<file path="config.mk">
export PLATFORM = sky130hd
export DESIGN_NAME = message_extractor
export DESIGN_NICKNAME = d
export VERILOG_FILES = /design/src/design/msg_extract_pkg.sv /design/src/design/msg_stage_if.sv /design/src/design/byte_aligner.sv /design/src/design/message_extractor.sv /design/src/design/msg_assembler.sv /design/src/design/msg_len_tracker.sv
export VERILOG_INCLUDE_DIRS = /design/src /design/src/design
export SDC_FILE = /design/constraint.sdc
export NUM_CORES = 1
export LEC_CHECK = 0
export BUFFER_PORTS_ARGS = -buffer_cell sky130_fd_sc_hd__buf_2
export CAP_MARGIN = 20
export CORE_ASPECT_RATIO = 1.75
export CORE_MARGIN = 3
export CORE_UTILIZATION = 60
export DETAILED_ROUTE_END_ITERATION = 12
export PLACE_DENSITY = 0.91
export RECOVER_POWER = 50
export SETUP_SLACK_MARGIN = 0.4
export SLEW_MARGIN = 0
export SYNTH_ARGS = -nofsm -noshare
export SYNTH_HDL_FRONTEND = slang
export SYNTH_SLANG_ARGS = --single-unit
</file>
<file path="constraint.sdc">
create_clock -name clk -period 21.9 [get_ports clk]
set_clock_uncertainty 0.05 [all_clocks]
set_input_delay 2.19 -clock clk [delete_from_list [all_inputs] [get_ports clk]]
set_output_delay 2.19 -clock clk [all_outputs]
set_load 0.02 [all_outputs]
</file>
<file path="src/design/msg_extract_macros.svh">
/*
 * Bus, field and message limits of the extractor.
 * The payload limits assume a minimum message no shorter than one beat.
 */
`ifndef MSG_EXTRACT_MACROS_SVH
`define MSG_EXTRACT_MACROS_SVH

// Input beat
`define MSG_BUS_BYTES 8
`define MSG_BUS_BITS  64

// Packet and message header fields
`define MSG_CNT_BYTES 2
`define MSG_LEN_BYTES 2

// Payload length limits in bytes
`define MSG_MIN_BYTES 8
`define MSG_MAX_BYTES 32

// Output word
`define MSG_OUT_BITS  256

// Counter widths, lanes of one beat and bytes of one message
`define MSG_LANE_W    4
`define MSG_FILL_W    6

`endif

</file>
<file path="src/design/msg_extract_pkg.sv">
/*
 * Shared types of the extractor. Lane 0 is the first byte on the wire.
 */
`include "msg_extract_macros.svh"

package msg_extract_pkg;

    // Byte count inside one beat, 0 to 8
    typedef logic [`MSG_LANE_W-1:0] lane_cnt_t;

    // Byte count inside one message, 0 to 32
    typedef logic [`MSG_FILL_W-1:0] fill_cnt_t;

    // Start-of-packet header, listed from the top lane down
    typedef struct packed {
        // Lanes 4 to 7
        logic [`MSG_BUS_BYTES-`MSG_CNT_BYTES-`MSG_LEN_BYTES-1:0][7:0] first_payload;
        // Lane 3 carries the low byte of the big-endian length
        logic [7:0] len_lo;
        // Lane 2 carries the high byte
        logic [7:0] len_hi;
        // Message count, skipped
        logic [`MSG_CNT_BYTES*8-1:0] msg_cnt;
    } sop_hdr_t;

    // Same beat seen as plain lanes or as the packet header
    typedef union packed {
        logic [`MSG_BUS_BYTES-1:0][7:0] bytes;
        sop_hdr_t                       hdr;
    } sop_beat_u;

endpackage

</file>
<file path="src/design/msg_stage_if.sv">
/*
 * Stage-to-stage links. No ready signal, valid alone moves a beat.
 * Counts and flags mean nothing while valid is low.
 */
`timescale 1ns/100ps
`include "msg_extract_macros.svh"

////////////////////////////////////////////////////////////////////////////
// Tracker to aligner, lanes still in place
////////////////////////////////////////////////////////////////////////////

interface msg_lane_if;
    import msg_extract_pkg::*;

    logic                     valid;
    logic [`MSG_BUS_BITS-1:0] data;
    // Payload lanes of the message being filled
    lane_cnt_t                cur_start;
    lane_cnt_t                cur_cnt;
    // Payload lanes of the message that begins after it
    lane_cnt_t                nxt_start;
    lane_cnt_t                nxt_cnt;
    logic                     msg_end;

    modport src (output valid, data, cur_start, cur_cnt, nxt_start, nxt_cnt, msg_end);
    modport snk (input  valid, data, cur_start, cur_cnt, nxt_start, nxt_cnt, msg_end);
endinterface

////////////////////////////////////////////////////////////////////////////
// Aligner to assembler, both parts moved down to lane 0
////////////////////////////////////////////////////////////////////////////

interface msg_part_if;
    import msg_extract_pkg::*;

    logic                     valid;
    // Unused lanes are zero
    logic [`MSG_BUS_BITS-1:0] cur_bytes;
    lane_cnt_t                cur_cnt;
    logic [`MSG_BUS_BITS-1:0] nxt_bytes;
    lane_cnt_t                nxt_cnt;
    logic                     msg_end;

    modport src (output valid, cur_bytes, cur_cnt, nxt_bytes, nxt_cnt, msg_end);
    modport snk (input  valid, cur_bytes, cur_cnt, nxt_bytes, nxt_cnt, msg_end);
endinterface

</file>
<file path="src/design/byte_aligner.sv">
/*
 * Stage 2. Moves both payload parts of a beat down to lane 0.
 * Lanes past each count come out as zero.
 */
`timescale 1ns/100ps
`include "msg_extract_macros.svh"

module byte_aligner (
    input  logic    clk_i,
    input  logic    reset_n_i,
    msg_lane_if.snk lane_i,
    msg_part_if.src part_o
);
    import msg_extract_pkg::*;

    logic [`MSG_BUS_BITS-1:0] cur_bytes;
    logic [`MSG_BUS_BITS-1:0] nxt_bytes;

    // Shift lanes start.. down to 0 and keep cnt of them
    function automatic logic [`MSG_BUS_BITS-1:0] take_lanes(
        input logic [`MSG_BUS_BITS-1:0] data,
        input lane_cnt_t                start,
        input lane_cnt_t                cnt
    );
        logic [`MSG_BUS_BITS-1:0] shifted;
        logic [`MSG_BUS_BITS-1:0] keep;
        shifted = data >> (32'(start) * 8);
        for (int i = 0; i < `MSG_BUS_BYTES; i++) begin
            keep[i*8 +: 8] = (i < cnt) ? 8'hFF : 8'h00;
        end
        return shifted & keep;
    endfunction

    assign cur_bytes = take_lanes(lane_i.data, lane_i.cur_start, lane_i.cur_cnt);
    assign nxt_bytes = take_lanes(lane_i.data, lane_i.nxt_start, lane_i.nxt_cnt);

    ////////////////////////////////////////////////////////////////////////////
    // Output registers
    ////////////////////////////////////////////////////////////////////////////

    always_ff @(posedge clk_i) begin
        if (!reset_n_i) begin
            part_o.valid   <= 1'b0;
            part_o.cur_cnt <= '0;
            part_o.nxt_cnt <= '0;
            part_o.msg_end <= 1'b0;
        end else begin
            part_o.valid   <= lane_i.valid;
            part_o.cur_cnt <= lane_i.cur_cnt;
            part_o.nxt_cnt <= lane_i.nxt_cnt;
            part_o.msg_end <= lane_i.msg_end;
        end
    end

    // Byte payload
    always_ff @(posedge clk_i) begin
        part_o.cur_bytes <= cur_bytes;
        part_o.nxt_bytes <= nxt_bytes;
    end

    // Tracker never hands out more lanes than a beat has
    a_lane_sum: assert property (@(posedge clk_i) disable iff (!reset_n_i)
        lane_i.valid |->
            (5'(lane_i.cur_cnt) + 5'(lane_i.nxt_cnt)) <= 5'(`MSG_BUS_BYTES))
        else $error("Lane counts %0d + %0d exceed the beat", lane_i.cur_cnt,
                    lane_i.nxt_cnt);

endmodule

</file>
<file path="src/design/message_extractor.sv">
/*
 * Message extractor top. Always accepts input, no back-pressure.
 * A message word appears three register stages after its last byte.
 */
`timescale 1ns/100ps
`include "msg_extract_macros.svh"

module message_extractor (
    input  logic                      clk,
    input  logic                      reset_n,

    ////////////////////////////////////////////////////////////////////////////
    // Beat stream in
    ////////////////////////////////////////////////////////////////////////////

    input  logic                      in_valid_i,
    input  logic                      in_startofpacket_i,
    input  logic                      in_endofpacket_i,
    input  logic [`MSG_BUS_BITS-1:0]  in_data_i,

    ////////////////////////////////////////////////////////////////////////////
    // Message words out
    ////////////////////////////////////////////////////////////////////////////

    output logic                      out_valid_o,
    output logic [`MSG_OUT_BITS-1:0]  out_data_o,
    output logic [`MSG_MAX_BYTES-1:0] out_bytemask_o
);

    // Lanes as received, then parts at lane 0
    msg_lane_if lane_if ();
    msg_part_if part_if ();

    // Length tracking and lane classes
    msg_len_tracker u_tracker (
        .clk_i      (clk),
        .reset_n_i  (reset_n),
        .in_valid_i (in_valid_i),
        .in_sop_i   (in_startofpacket_i),
        .in_eop_i   (in_endofpacket_i),
        .in_data_i  (in_data_i),
        .lane_o     (lane_if.src)
    );

    // Shift and mask
    byte_aligner u_aligner (
        .clk_i     (clk),
        .reset_n_i (reset_n),
        .lane_i    (lane_if.snk),
        .part_o    (part_if.src)
    );

    // Word build and emit
    msg_assembler u_assembler (
        .clk_i          (clk),
        .reset_n_i      (reset_n),
        .part_i         (part_if.snk),
        .out_valid_o    (out_valid_o),
        .out_data_o     (out_data_o),
        .out_bytemask_o (out_bytemask_o)
    );

endmodule

</file>
<file path="src/design/msg_assembler.sv">
/*
 * Stage 3. Collects payload bytes of one message at the fill pointer.
 * out_valid is a single-cycle pulse, the output has no ready.
 */
`timescale 1ns/100ps
`include "msg_extract_macros.svh"

module msg_assembler (
    input  logic                     clk_i,
    input  logic                     reset_n_i,
    msg_part_if.snk                  part_i,
    output logic                     out_valid_o,
    output logic [`MSG_OUT_BITS-1:0] out_data_o,
    output logic [`MSG_MAX_BYTES-1:0] out_bytemask_o
);
    import msg_extract_pkg::*;

    localparam int OUT_W     = `MSG_OUT_BITS;
    localparam int OUT_BYTES = `MSG_OUT_BITS / 8;

    logic [OUT_W-1:0]     buf_q;
    logic [OUT_W-1:0]     held;
    logic [OUT_W-1:0]     placed;
    logic [OUT_W-1:0]     cur_wide;
    fill_cnt_t            fill_q;
    fill_cnt_t            total;
    logic [OUT_BYTES-1:0] fill_mask;
    logic [OUT_BYTES-1:0] total_mask;

    // Low n bytes set
    function automatic logic [OUT_BYTES-1:0] byte_mask(input fill_cnt_t n);
        return ~({OUT_BYTES{1'b1}} << n);
    endfunction

    // One mask bit per byte to eight bits per byte
    function automatic logic [OUT_W-1:0] bit_mask(input logic [OUT_BYTES-1:0] m);
        logic [OUT_W-1:0] bits;
        for (int i = 0; i < OUT_BYTES; i++) begin
            bits[i*8 +: 8] = {8{m[i]}};
        end
        return bits;
    endfunction

    ////////////////////////////////////////////////////////////////////////////
    // Merge at fill pointer
    ////////////////////////////////////////////////////////////////////////////

    assign total      = fill_q + fill_cnt_t'(part_i.cur_cnt);
    assign fill_mask  = byte_mask(fill_q);
    assign total_mask = byte_mask(total);
    assign cur_wide   = OUT_W'(part_i.cur_bytes);

    // Stale bytes above the fill pointer are never trusted
    assign held   = buf_q & bit_mask(fill_mask);
    assign placed = held | (cur_wide << (32'(fill_q) * 8));

    ////////////////////////////////////////////////////////////////////////////
    // Registers
    ////////////////////////////////////////////////////////////////////////////

    always_ff @(posedge clk_i) begin
        if (!reset_n_i) begin
            out_valid_o <= 1'b0;
            fill_q      <= '0;
        end else begin
            out_valid_o <= part_i.valid && part_i.msg_end;
            if (part_i.valid) begin
                // Next message starts with whatever followed its length field
                fill_q <= part_i.msg_end ? fill_cnt_t'(part_i.nxt_cnt) : total;
            end
        end
    end

    always_ff @(posedge clk_i) begin
        if (part_i.valid) begin
            if (part_i.msg_end) begin
                out_data_o     <= placed;
                out_bytemask_o <= total_mask;
                buf_q          <= OUT_W'(part_i.nxt_bytes);
            end else begin
                buf_q <= placed;
            end
        end
    end

    // Upstream length limits keep the buffer from overflowing
    a_fill_max: assert property (@(posedge clk_i) disable iff (!reset_n_i)
        fill_q <= `MSG_MAX_BYTES)
        else $error("Fill pointer %0d past %0d bytes", fill_q, `MSG_MAX_BYTES);

endmodule

</file>
<file path="src/design/msg_len_tracker.sv">
/*
 * Stage 1. Expects well-formed packets with lengths of 8 to 32 bytes,
 * so at most one message ends in a beat. Non-SOP beats while idle are dropped.
 */
`timescale 1ns/100ps
`include "msg_extract_macros.svh"

module msg_len_tracker (
    input  logic                     clk_i,
    input  logic                     reset_n_i,
    input  logic                     in_valid_i,
    input  logic                     in_sop_i,
    input  logic                     in_eop_i,
    input  logic [`MSG_BUS_BITS-1:0] in_data_i,
    msg_lane_if.src                  lane_o
);
    import msg_extract_pkg::*;

    localparam lane_cnt_t BUS_B    = lane_cnt_t'(`MSG_BUS_BYTES);
    localparam lane_cnt_t LEN_B    = lane_cnt_t'(`MSG_LEN_BYTES);
    localparam lane_cnt_t SOP_SKIP = lane_cnt_t'(`MSG_CNT_BYTES + `MSG_LEN_BYTES);

    sop_beat_u                  beat;
    // Payload bytes still owed by the current message
    fill_cnt_t                  rem_q;
    fill_cnt_t                  rem_d;
    // Length bytes still due at the start of the next beat, 0 to 2
    logic [1:0]                 len_wait_q;
    logic [1:0]                 len_wait_d;
    // Top lane of the last valid beat, first half of a split length
    logic [7:0]                 strad_q;
    lane_cnt_t                  cur_start;
    lane_cnt_t                  cur_cnt;
    lane_cnt_t                  nxt_start;
    lane_cnt_t                  nxt_cnt;
    lane_cnt_t                  end_lane;
    lane_cnt_t                  new_cnt;
    logic                       msg_end;
    logic                       len_take;
    logic [`MSG_LEN_BYTES*8-1:0] len_val;

    assign beat = in_data_i;

    ////////////////////////////////////////////////////////////////////////////
    // Lane classification and next remaining count
    ////////////////////////////////////////////////////////////////////////////

    always_comb begin
        cur_start  = '0;
        cur_cnt    = '0;
        nxt_start  = '0;
        nxt_cnt    = '0;
        end_lane   = '0;
        new_cnt    = '0;
        msg_end    = 1'b0;
        len_take   = 1'b0;
        len_val    = '0;
        rem_d      = rem_q;
        len_wait_d = len_wait_q;

        if (in_sop_i) begin
            // Header view, length sits in lanes 2 and 3
            len_take  = 1'b1;
            len_val   = {beat.hdr.len_hi, beat.hdr.len_lo};
            cur_start = SOP_SKIP;
            cur_cnt   = BUS_B - SOP_SKIP;
        end else if (len_wait_q == 2'd2) begin
            // Previous message ended on the beat boundary
            len_take  = 1'b1;
            len_val   = {beat.bytes[0], beat.bytes[1]};
            cur_start = LEN_B;
            cur_cnt   = BUS_B - LEN_B;
        end else if (len_wait_q == 2'd1) begin
            // Split length, high byte came in the last lane before
            len_take  = 1'b1;
            len_val   = {strad_q, beat.bytes[0]};
            cur_start = LEN_B - 1'b1;
            cur_cnt   = BUS_B - (LEN_B - 1'b1);
        end else if (rem_q > BUS_B) begin
            cur_cnt = BUS_B;
            rem_d   = rem_q - fill_cnt_t'(BUS_B);
        end else if (rem_q != '0) begin
            // Current message closes inside this beat
            msg_end  = 1'b1;
            cur_cnt  = lane_cnt_t'(rem_q);
            end_lane = lane_cnt_t'(rem_q);
            rem_d    = '0;
            if (!in_eop_i) begin
                if (end_lane <= BUS_B - LEN_B) begin
                    len_take  = 1'b1;
                    len_val   = {beat.bytes[end_lane], beat.bytes[end_lane + 1'b1]};
                    nxt_start = end_lane + LEN_B;
                    nxt_cnt   = BUS_B - LEN_B - end_lane;
                end else if (end_lane == BUS_B - 1'b1) begin
                    len_wait_d = 2'd1;
                end else begin
                    len_wait_d = 2'd2;
                end
            end
        end

        // New message, count what this beat already carries
        if (len_take) begin
            new_cnt    = msg_end ? nxt_cnt : cur_cnt;
            rem_d      = fill_cnt_t'(len_val) - fill_cnt_t'(new_cnt);
            len_wait_d = 2'd0;
        end
    end

    ////////////////////////////////////////////////////////////////////////////
    // Registers
    ////////////////////////////////////////////////////////////////////////////

    always_ff @(posedge clk_i) begin
        if (!reset_n_i) begin
            rem_q            <= '0;
            len_wait_q       <= 2'd0;
            lane_o.valid     <= 1'b0;
            lane_o.cur_start <= '0;
            lane_o.cur_cnt   <= '0;
            lane_o.nxt_start <= '0;
            lane_o.nxt_cnt   <= '0;
            lane_o.msg_end   <= 1'b0;
        end else begin
            lane_o.valid <= in_valid_i;
            if (in_valid_i) begin
                // End of packet drops any pending length
                rem_q            <= in_eop_i ? '0 : rem_d;
                len_wait_q       <= in_eop_i ? 2'd0 : len_wait_d;
                lane_o.cur_start <= cur_start;
                lane_o.cur_cnt   <= cur_cnt;
                lane_o.nxt_start <= nxt_start;
                lane_o.nxt_cnt   <= nxt_cnt;
                lane_o.msg_end   <= msg_end;
            end
        end
    end

    always_ff @(posedge clk_i) begin
        lane_o.data <= in_data_i;
        if (in_valid_i) begin
            strad_q <= beat.bytes[`MSG_BUS_BYTES-1];
        end
    end

    ////////////////////////////////////////////////////////////////////////////
    // Checks
    ////////////////////////////////////////////////////////////////////////////

    a_len_range: assert property (@(posedge clk_i) disable iff (!reset_n_i)
        in_valid_i && len_take |->
            len_val >= `MSG_MIN_BYTES && len_val <= `MSG_MAX_BYTES)
        else $error("Message length %0d outside %0d..%0d", len_val,
                    `MSG_MIN_BYTES, `MSG_MAX_BYTES);

    a_sop_valid: assert property (@(posedge clk_i) disable iff (!reset_n_i)
        in_sop_i |-> in_valid_i)
        else $error("Start of packet without in_valid");

endmodule

</file>
### Word-level counts from Yosys, hierarchy flattened

Cells that the tools add are included.

* register bits: 779
* input bits: 69
* output and inout bits: 289
* logic and storage cells: 150

* add/subtract/negate cells: 6
* magnitude comparators: 19
* equal/unequal tests: 8
* shifts and indexed selects: 5
* multiplexer cells: 78
* bitwise operators: 6
* reductions and logical operators: 7

Operator list (count)
* bitwise AND 256 bit: 1
* bitwise OR 256 bit: 1
* << shifter 64 x 9 -> 256 bit: 1
* bitwise AND 64 bit: 2
* two-way mux 8 bit: 16
* right shift 64 x 7 -> 64 bit: 2
* two-way mux 6 bit: 16
* two-way mux 4 bit: 22
* two-way mux 64 bit: 1
* NOT 32 bit: 2
* << shifter 32 x 6 -> 32 bit (first input constant): 2
* < comparator 3 x 4 -> 1 bit (first input constant): 8
* binary-select mux 8 bit (select 3 bit): 1
* two-way mux 2 bit: 9
* < comparator 1 x 4 -> 1 bit (first input constant): 4
* < comparator 2 x 4 -> 1 bit (first input constant): 4
* two-way mux 1 bit: 13
* inequality test 3 x 2 -> 1 bit (second input constant): 4
* AND reduction 7 bit: 1
* adder 6 x 4 -> 6 bit: 1
* > comparator 6 x 4 -> 1 bit (second input constant): 1
* nonzero test 6 bit: 1
* subtractor 6 x 4 -> 6 bit: 1
* subtractor 6 x 4 -> 6 bit (second input constant): 1
* other kinds (14): 14

### Depth between registers and ports, before layout

* depth in word-level cells: 13
* mapped depth: 18
* depth with buffers taken out: 15

### Modules after synthesis

From an unflattened synthesis, not the netlist that was laid out.

* cells, all modules: 3074
* area, all modules: 37285.8 µm²

Modules (own cells, without submodules)
* msg_assembler: times used 1, cells an instance 2064, area each 27228.6 µm², sequential area each 16475.8 µm²
* byte_aligner: times used 1, cells an instance 704, area each 6610.1 µm², sequential area each 2762.6 µm²
* msg_len_tracker: times used 1, cells an instance 306, area each 3447.1 µm², sequential area each 1761.7 µm²

### Worst setup path before layout

OpenSTA, ideal clock, no wires.

* kind: register -> register
* start point: register u_aligner.part_o.valid
* end point: register u_assembler.out_bytemask_o[0], enable pin
* setup time: 0.685 ns
* arrival: 12.976 ns
* required time: 21.165 ns
* path slack: 8.190 ns
* cell stages (with the launch flop): 3
* path buffers: 1
* clock period less this slack: 13.710 ns
* cells stage by stage: dfxtp_1 > clkbuf_1 > and2_1

* longest elaborated chain between the ends: 1

RTL lines
* start, declared: RTL line msg_stage_if.sv:44 `modport src (output valid, cur_bytes, cur_cnt, nxt_bytes, nxt_cnt, msg_end);`
* AND reduction 2 bit (no source line)
* end signal, assigned: RTL line msg_assembler.sv:78 `out_bytemask_o <= total_mask;`
* end, declared: RTL line msg_assembler.sv:14 `` output logic [`MSG_MAX_BYTES-1:0] out_bytemask_o ``

Every way passes these cells.
A chain may end at the register's enable or synchronous reset.

### Final worst setup path

* start point: register u_aligner.part_o.valid
* end point: register u_assembler.buf_q[209], enable pin

RTL lines
* end signal, assigned: RTL line msg_assembler.sv:79 `buf_q <= OUT_W'(part_i.nxt_bytes);`
* end signal, assigned: RTL line msg_assembler.sv:81 `buf_q <= placed;`
* end, declared: RTL line msg_assembler.sv:21 `logic [OUT_W-1:0] buf_q;`

No word-level cell between the ends.

==> metrics.cfg <==
[status]
status = finished, violations left
violations = max-capacitance violations, max-slew violations

[timing]
hold_ws_ns = 0.404
hold_viol = 0
grt_setup_unrepaired = no
finalCriticalPeriod_ns = 10.03
setup_slack_ns = 11.87
finalCritPeriodShare_pct = 45.8
fmax_mhz = 99.7
fin_setup_tns_ns = 0
relSlewSlack_pct = -186
tightestPinTransition_ns = 4.30
finalMaxSlewViolations = 656
setup_viol = 0

[power]
p_switching_mw = 0.717
peakVddDrop_mv = 0.0577
power.share.switching_pct = 23.6
p_total_mw = 3.04
p_clk_share_pct = 39.3
powerDensity_nw_per_um2 = 76.6
leakage_nw = 14.2
power_frac_seq_pct = 53.6
comb_power_share_pct = 7.1
p_int_mw = 2.32

[synthesis]
synth_area_um2 = 35500
synth_area_per_cell_um2 = 12.3
synth_nets = 2967
synth_warnings = 0
ys_ff_latch = 777
yosys.area.top_type = edfxtp_1
async_flop_share_pct = 0
synth_edf_count = 544
synth_top_area_share_pct = 46.1
synth_area_leaders = edfxtp_1 46%, dfxtp_1 13%, mux2i_1 4.3%
ys_seq_area_share_pct = 59.2
syn_inst = 2881
ys_types = 71
synth_ff_type = edfxtp_1

[placed_design]
hpwl_um = 77600
gp_congestion = 1.01
dp_slack_ns = 16.57
dpl.cell_count = 3848
place_area_um2 = 37700
port_buffers = 357

[grt]
grt_usage_pct = 34.2
grt_pass1_wl_um = 159000
grt_overflow = 0
grtUsageMet3_pct = 4.55
grt.busiest_layer = met2
antenna_found_initial = 1
grt_pass1_vias = 25249
grt_max_degree = 108
met2_usage_pct = 57.0
gr-usage-met1_pct = 40.1

[finish]
final-seq-area_um2 = 21000
multi_input_area_um2 = 13500
stdcell_count = 3973
utilization_pct = 67.9
final_area_um2 = 39700
syn_to_final_growth_pct = 11.9
fillCellCount = 4030
fin_nets = 3233
drive_gt1_share_pct = 18.5

[min_path]
holdCritPathClass = reg2reg
hold_path.startpoint = u_tracker.lane_o.valid
holdPathStages = 1
whs_endpoint = u_aligner.part_o.valid

[floorplanning]
initial_core_util_pct = 60.7
num_rows = 117
die_w_um = 190
core-area_um2 = 58400
io_pins = 358
die_area_um2 = 62200
die_h_um = 328

[cts]
cts_tree = yes
cts_sinks = 777
ctsHtreeMaxLevel = 3
path_clk_slew_ns = 0.06
clock_latency_ns = 0.62
post_cts_resized = 0
cts_buffers = 67
ctsRootBufferMaster = clkbuf_16
cts_setup_buffers = 0
ctsHoldBuffers = 0
clk_path_buf_depth = 3

[critical_path]
worstSetupPathType = reg2reg
reg2regPathDepth = 3
start_kind = register
crit_arrival_ns = 10.22
end_kind = register
worstPathMaxFanout = 74
rr_startpoint = u_aligner.part_o.valid
crit_chain = clkbuf_1 -> clkbuf_1 -> buf_4
r2r_slack_ns = 11.87
slowest_delay_ns = 3.12
critical_path.slowest_cell = clkbuf_1
crit_top_cell = clkbuf_1
required_ns = 22.09
timing.rr.end = u_assembler.buf_q[209]
worstSetupStartpoint = u_aligner.part_o.valid

[routing]
vias = 26299
wl_per_cell_um = 27.5
finalWirelength_um = 109000
drc_errors = 0
drt_iter0_markers = 3530
firstDrtPassIters = 8
postRouteAntennaNets = 0
vias_per_cell = 6.62

[flow_run]
cap_violations = 11

-- state kept, by name, indices dropped and copies added, names as in the netlist, 6 cells and up --
register	flops
u_assembler.out_data_o	256
u_tracker.rem_q	6
u_aligner.part_o.cur_bytes	64
u_assembler.buf_q	256
u_tracker.lane_o.data	64
u_aligner.part_o.nxt_bytes	64
u_assembler.fill_q	6
u_assembler.out_bytemask_o	32
-- synth_stat cells, types with 10 or more instances --
| master | instances |
|---|---|
| o22a_1 | 20 |
| mux2_2 | 127 |
| or2_2 | 22 |
| nand3_1 | 14 |
| nor2_1 | 186 |
| mux4_2 | 65 |
| a21oi_1 | 121 |
| buf_4 | 10 |
| o22ai_1 | 83 |
| a22oi_1 | 73 |
| o21bai_1 | 10 |
| buf_1 | 24 |
| mux2i_1 | 151 |
| clkbuf_1 | 133 |
| inv_1 | 24 |
| a21o_1 | 14 |
| ha_1 | 15 |
| a22o_1 | 145 |
| and3_1 | 11 |
| o21ai_0 | 137 |
| nand2b_1 | 14 |
| nor2b_1 | 229 |
| and2_1 | 30 |
| buf_2 | 27 |
| a211oi_1 | 32 |
| o31ai_1 | 10 |
| nand2_1 | 245 |
| o21a_1 | 23 |
| edfxtp_1 | 544 |
| dfxtp_1 | 233 |
-- layout make-up --
type,instances,share of cell area (%)
repair buffers,397,4.77
multi-input cells,1876,34.1
inverters,28,0.265
clock buffers,81,4.49
diodes,1,0.00631
flip-flops and latches,777,53.0
well taps,773,2.44
clock inverters,40,0.974
-- worst max-delay path: cells and delay by family, from the launching register on --
kind                   cells  cell delay, ns
buffers and inverters      3            7.02
DFF                        1            2.40
-- worst max-delay path by stage --
stage	slack [ns]	endpoint
2_1_floorplan	8.19	u_assembler.out_bytemask_o[0]
3_3_place_gp	16.57	u_tracker.rem_q[5]
3_5_place_dp	16.57	u_tracker.rem_q[5]
4_1_cts	17.18	u_tracker.rem_q[5]
5_1_grt	11.25	u_assembler.out_data_o[17]
6_report	11.87	u_assembler.buf_q[209]
-- routing by layer --
layer / share of wire, % / vias up
met5: 0.0082 / -
met4: 9.6 / 2
met3: 8.3 / 454
met2: 48 / 1874
met1: 34 / 12625
li1: - / 11344
-- layout by cell type (no fill, tap or decap), drive strengths merged, types with 6 or more instances in the layout --
cell / netlist / layout
a211oi: 32 / 32
a21o: 14 / 14
a21oi: 121 / 121
a22o: 145 / 145
a22oi: 73 / 73
a31oi: 9 / 9
and2: 30 / 30
and3: 11 / 11
buf: 67 / 261
clkbuf: 133 / 217
clkinv: 2 / 19
clkinvlp: 0 / 6
dfxtp: 233 / 233
edfxtp: 544 / 544
ha: 15 / 15
inv: 26 / 38
mux2: 127 / 127
mux2i: 151 / 151
mux4: 65 / 65
nand2: 246 / 246
nand2b: 15 / 15
nand3: 14 / 14
nor2: 188 / 188
nor2b: 229 / 229
nor3: 9 / 9
o21a: 23 / 23
o21ai: 143 / 143
o21bai: 10 / 10
o221ai: 9 / 9
o22a: 21 / 21
o22ai: 83 / 83
o2bb2ai: 9 / 9
o31ai: 11 / 11
or2: 22 / 22
or3: 8 / 8
-- power groups by stage --
stage / combinational (mW) / clock, mW / sequential [mW]
floorplan: 0.137 / 0 / 1.65
global placement: 0.202 / 0 / 1.66
detailed placement: 0.206 / 0 / 1.66
CTS: 0.209 / 1.19 / 1.63
global route: 0.226 / 1.25 / 1.63
finish: 0.215 / 1.19 / 1.63
-- cells by family after synthesis --
logic type,count (synthesis),synth area share [%]
and+or+nand+nor,786,10.8
AOI/OAI and AO/OA,720,13.8
DFF,777,59.2
adders and majority gates,17,0.642
muxes,343,12.4
xor gates and xnor gates,10,0.321
buffers and inverters,228,2.74
Note: power is estimated with default switching activity, not from simulation.
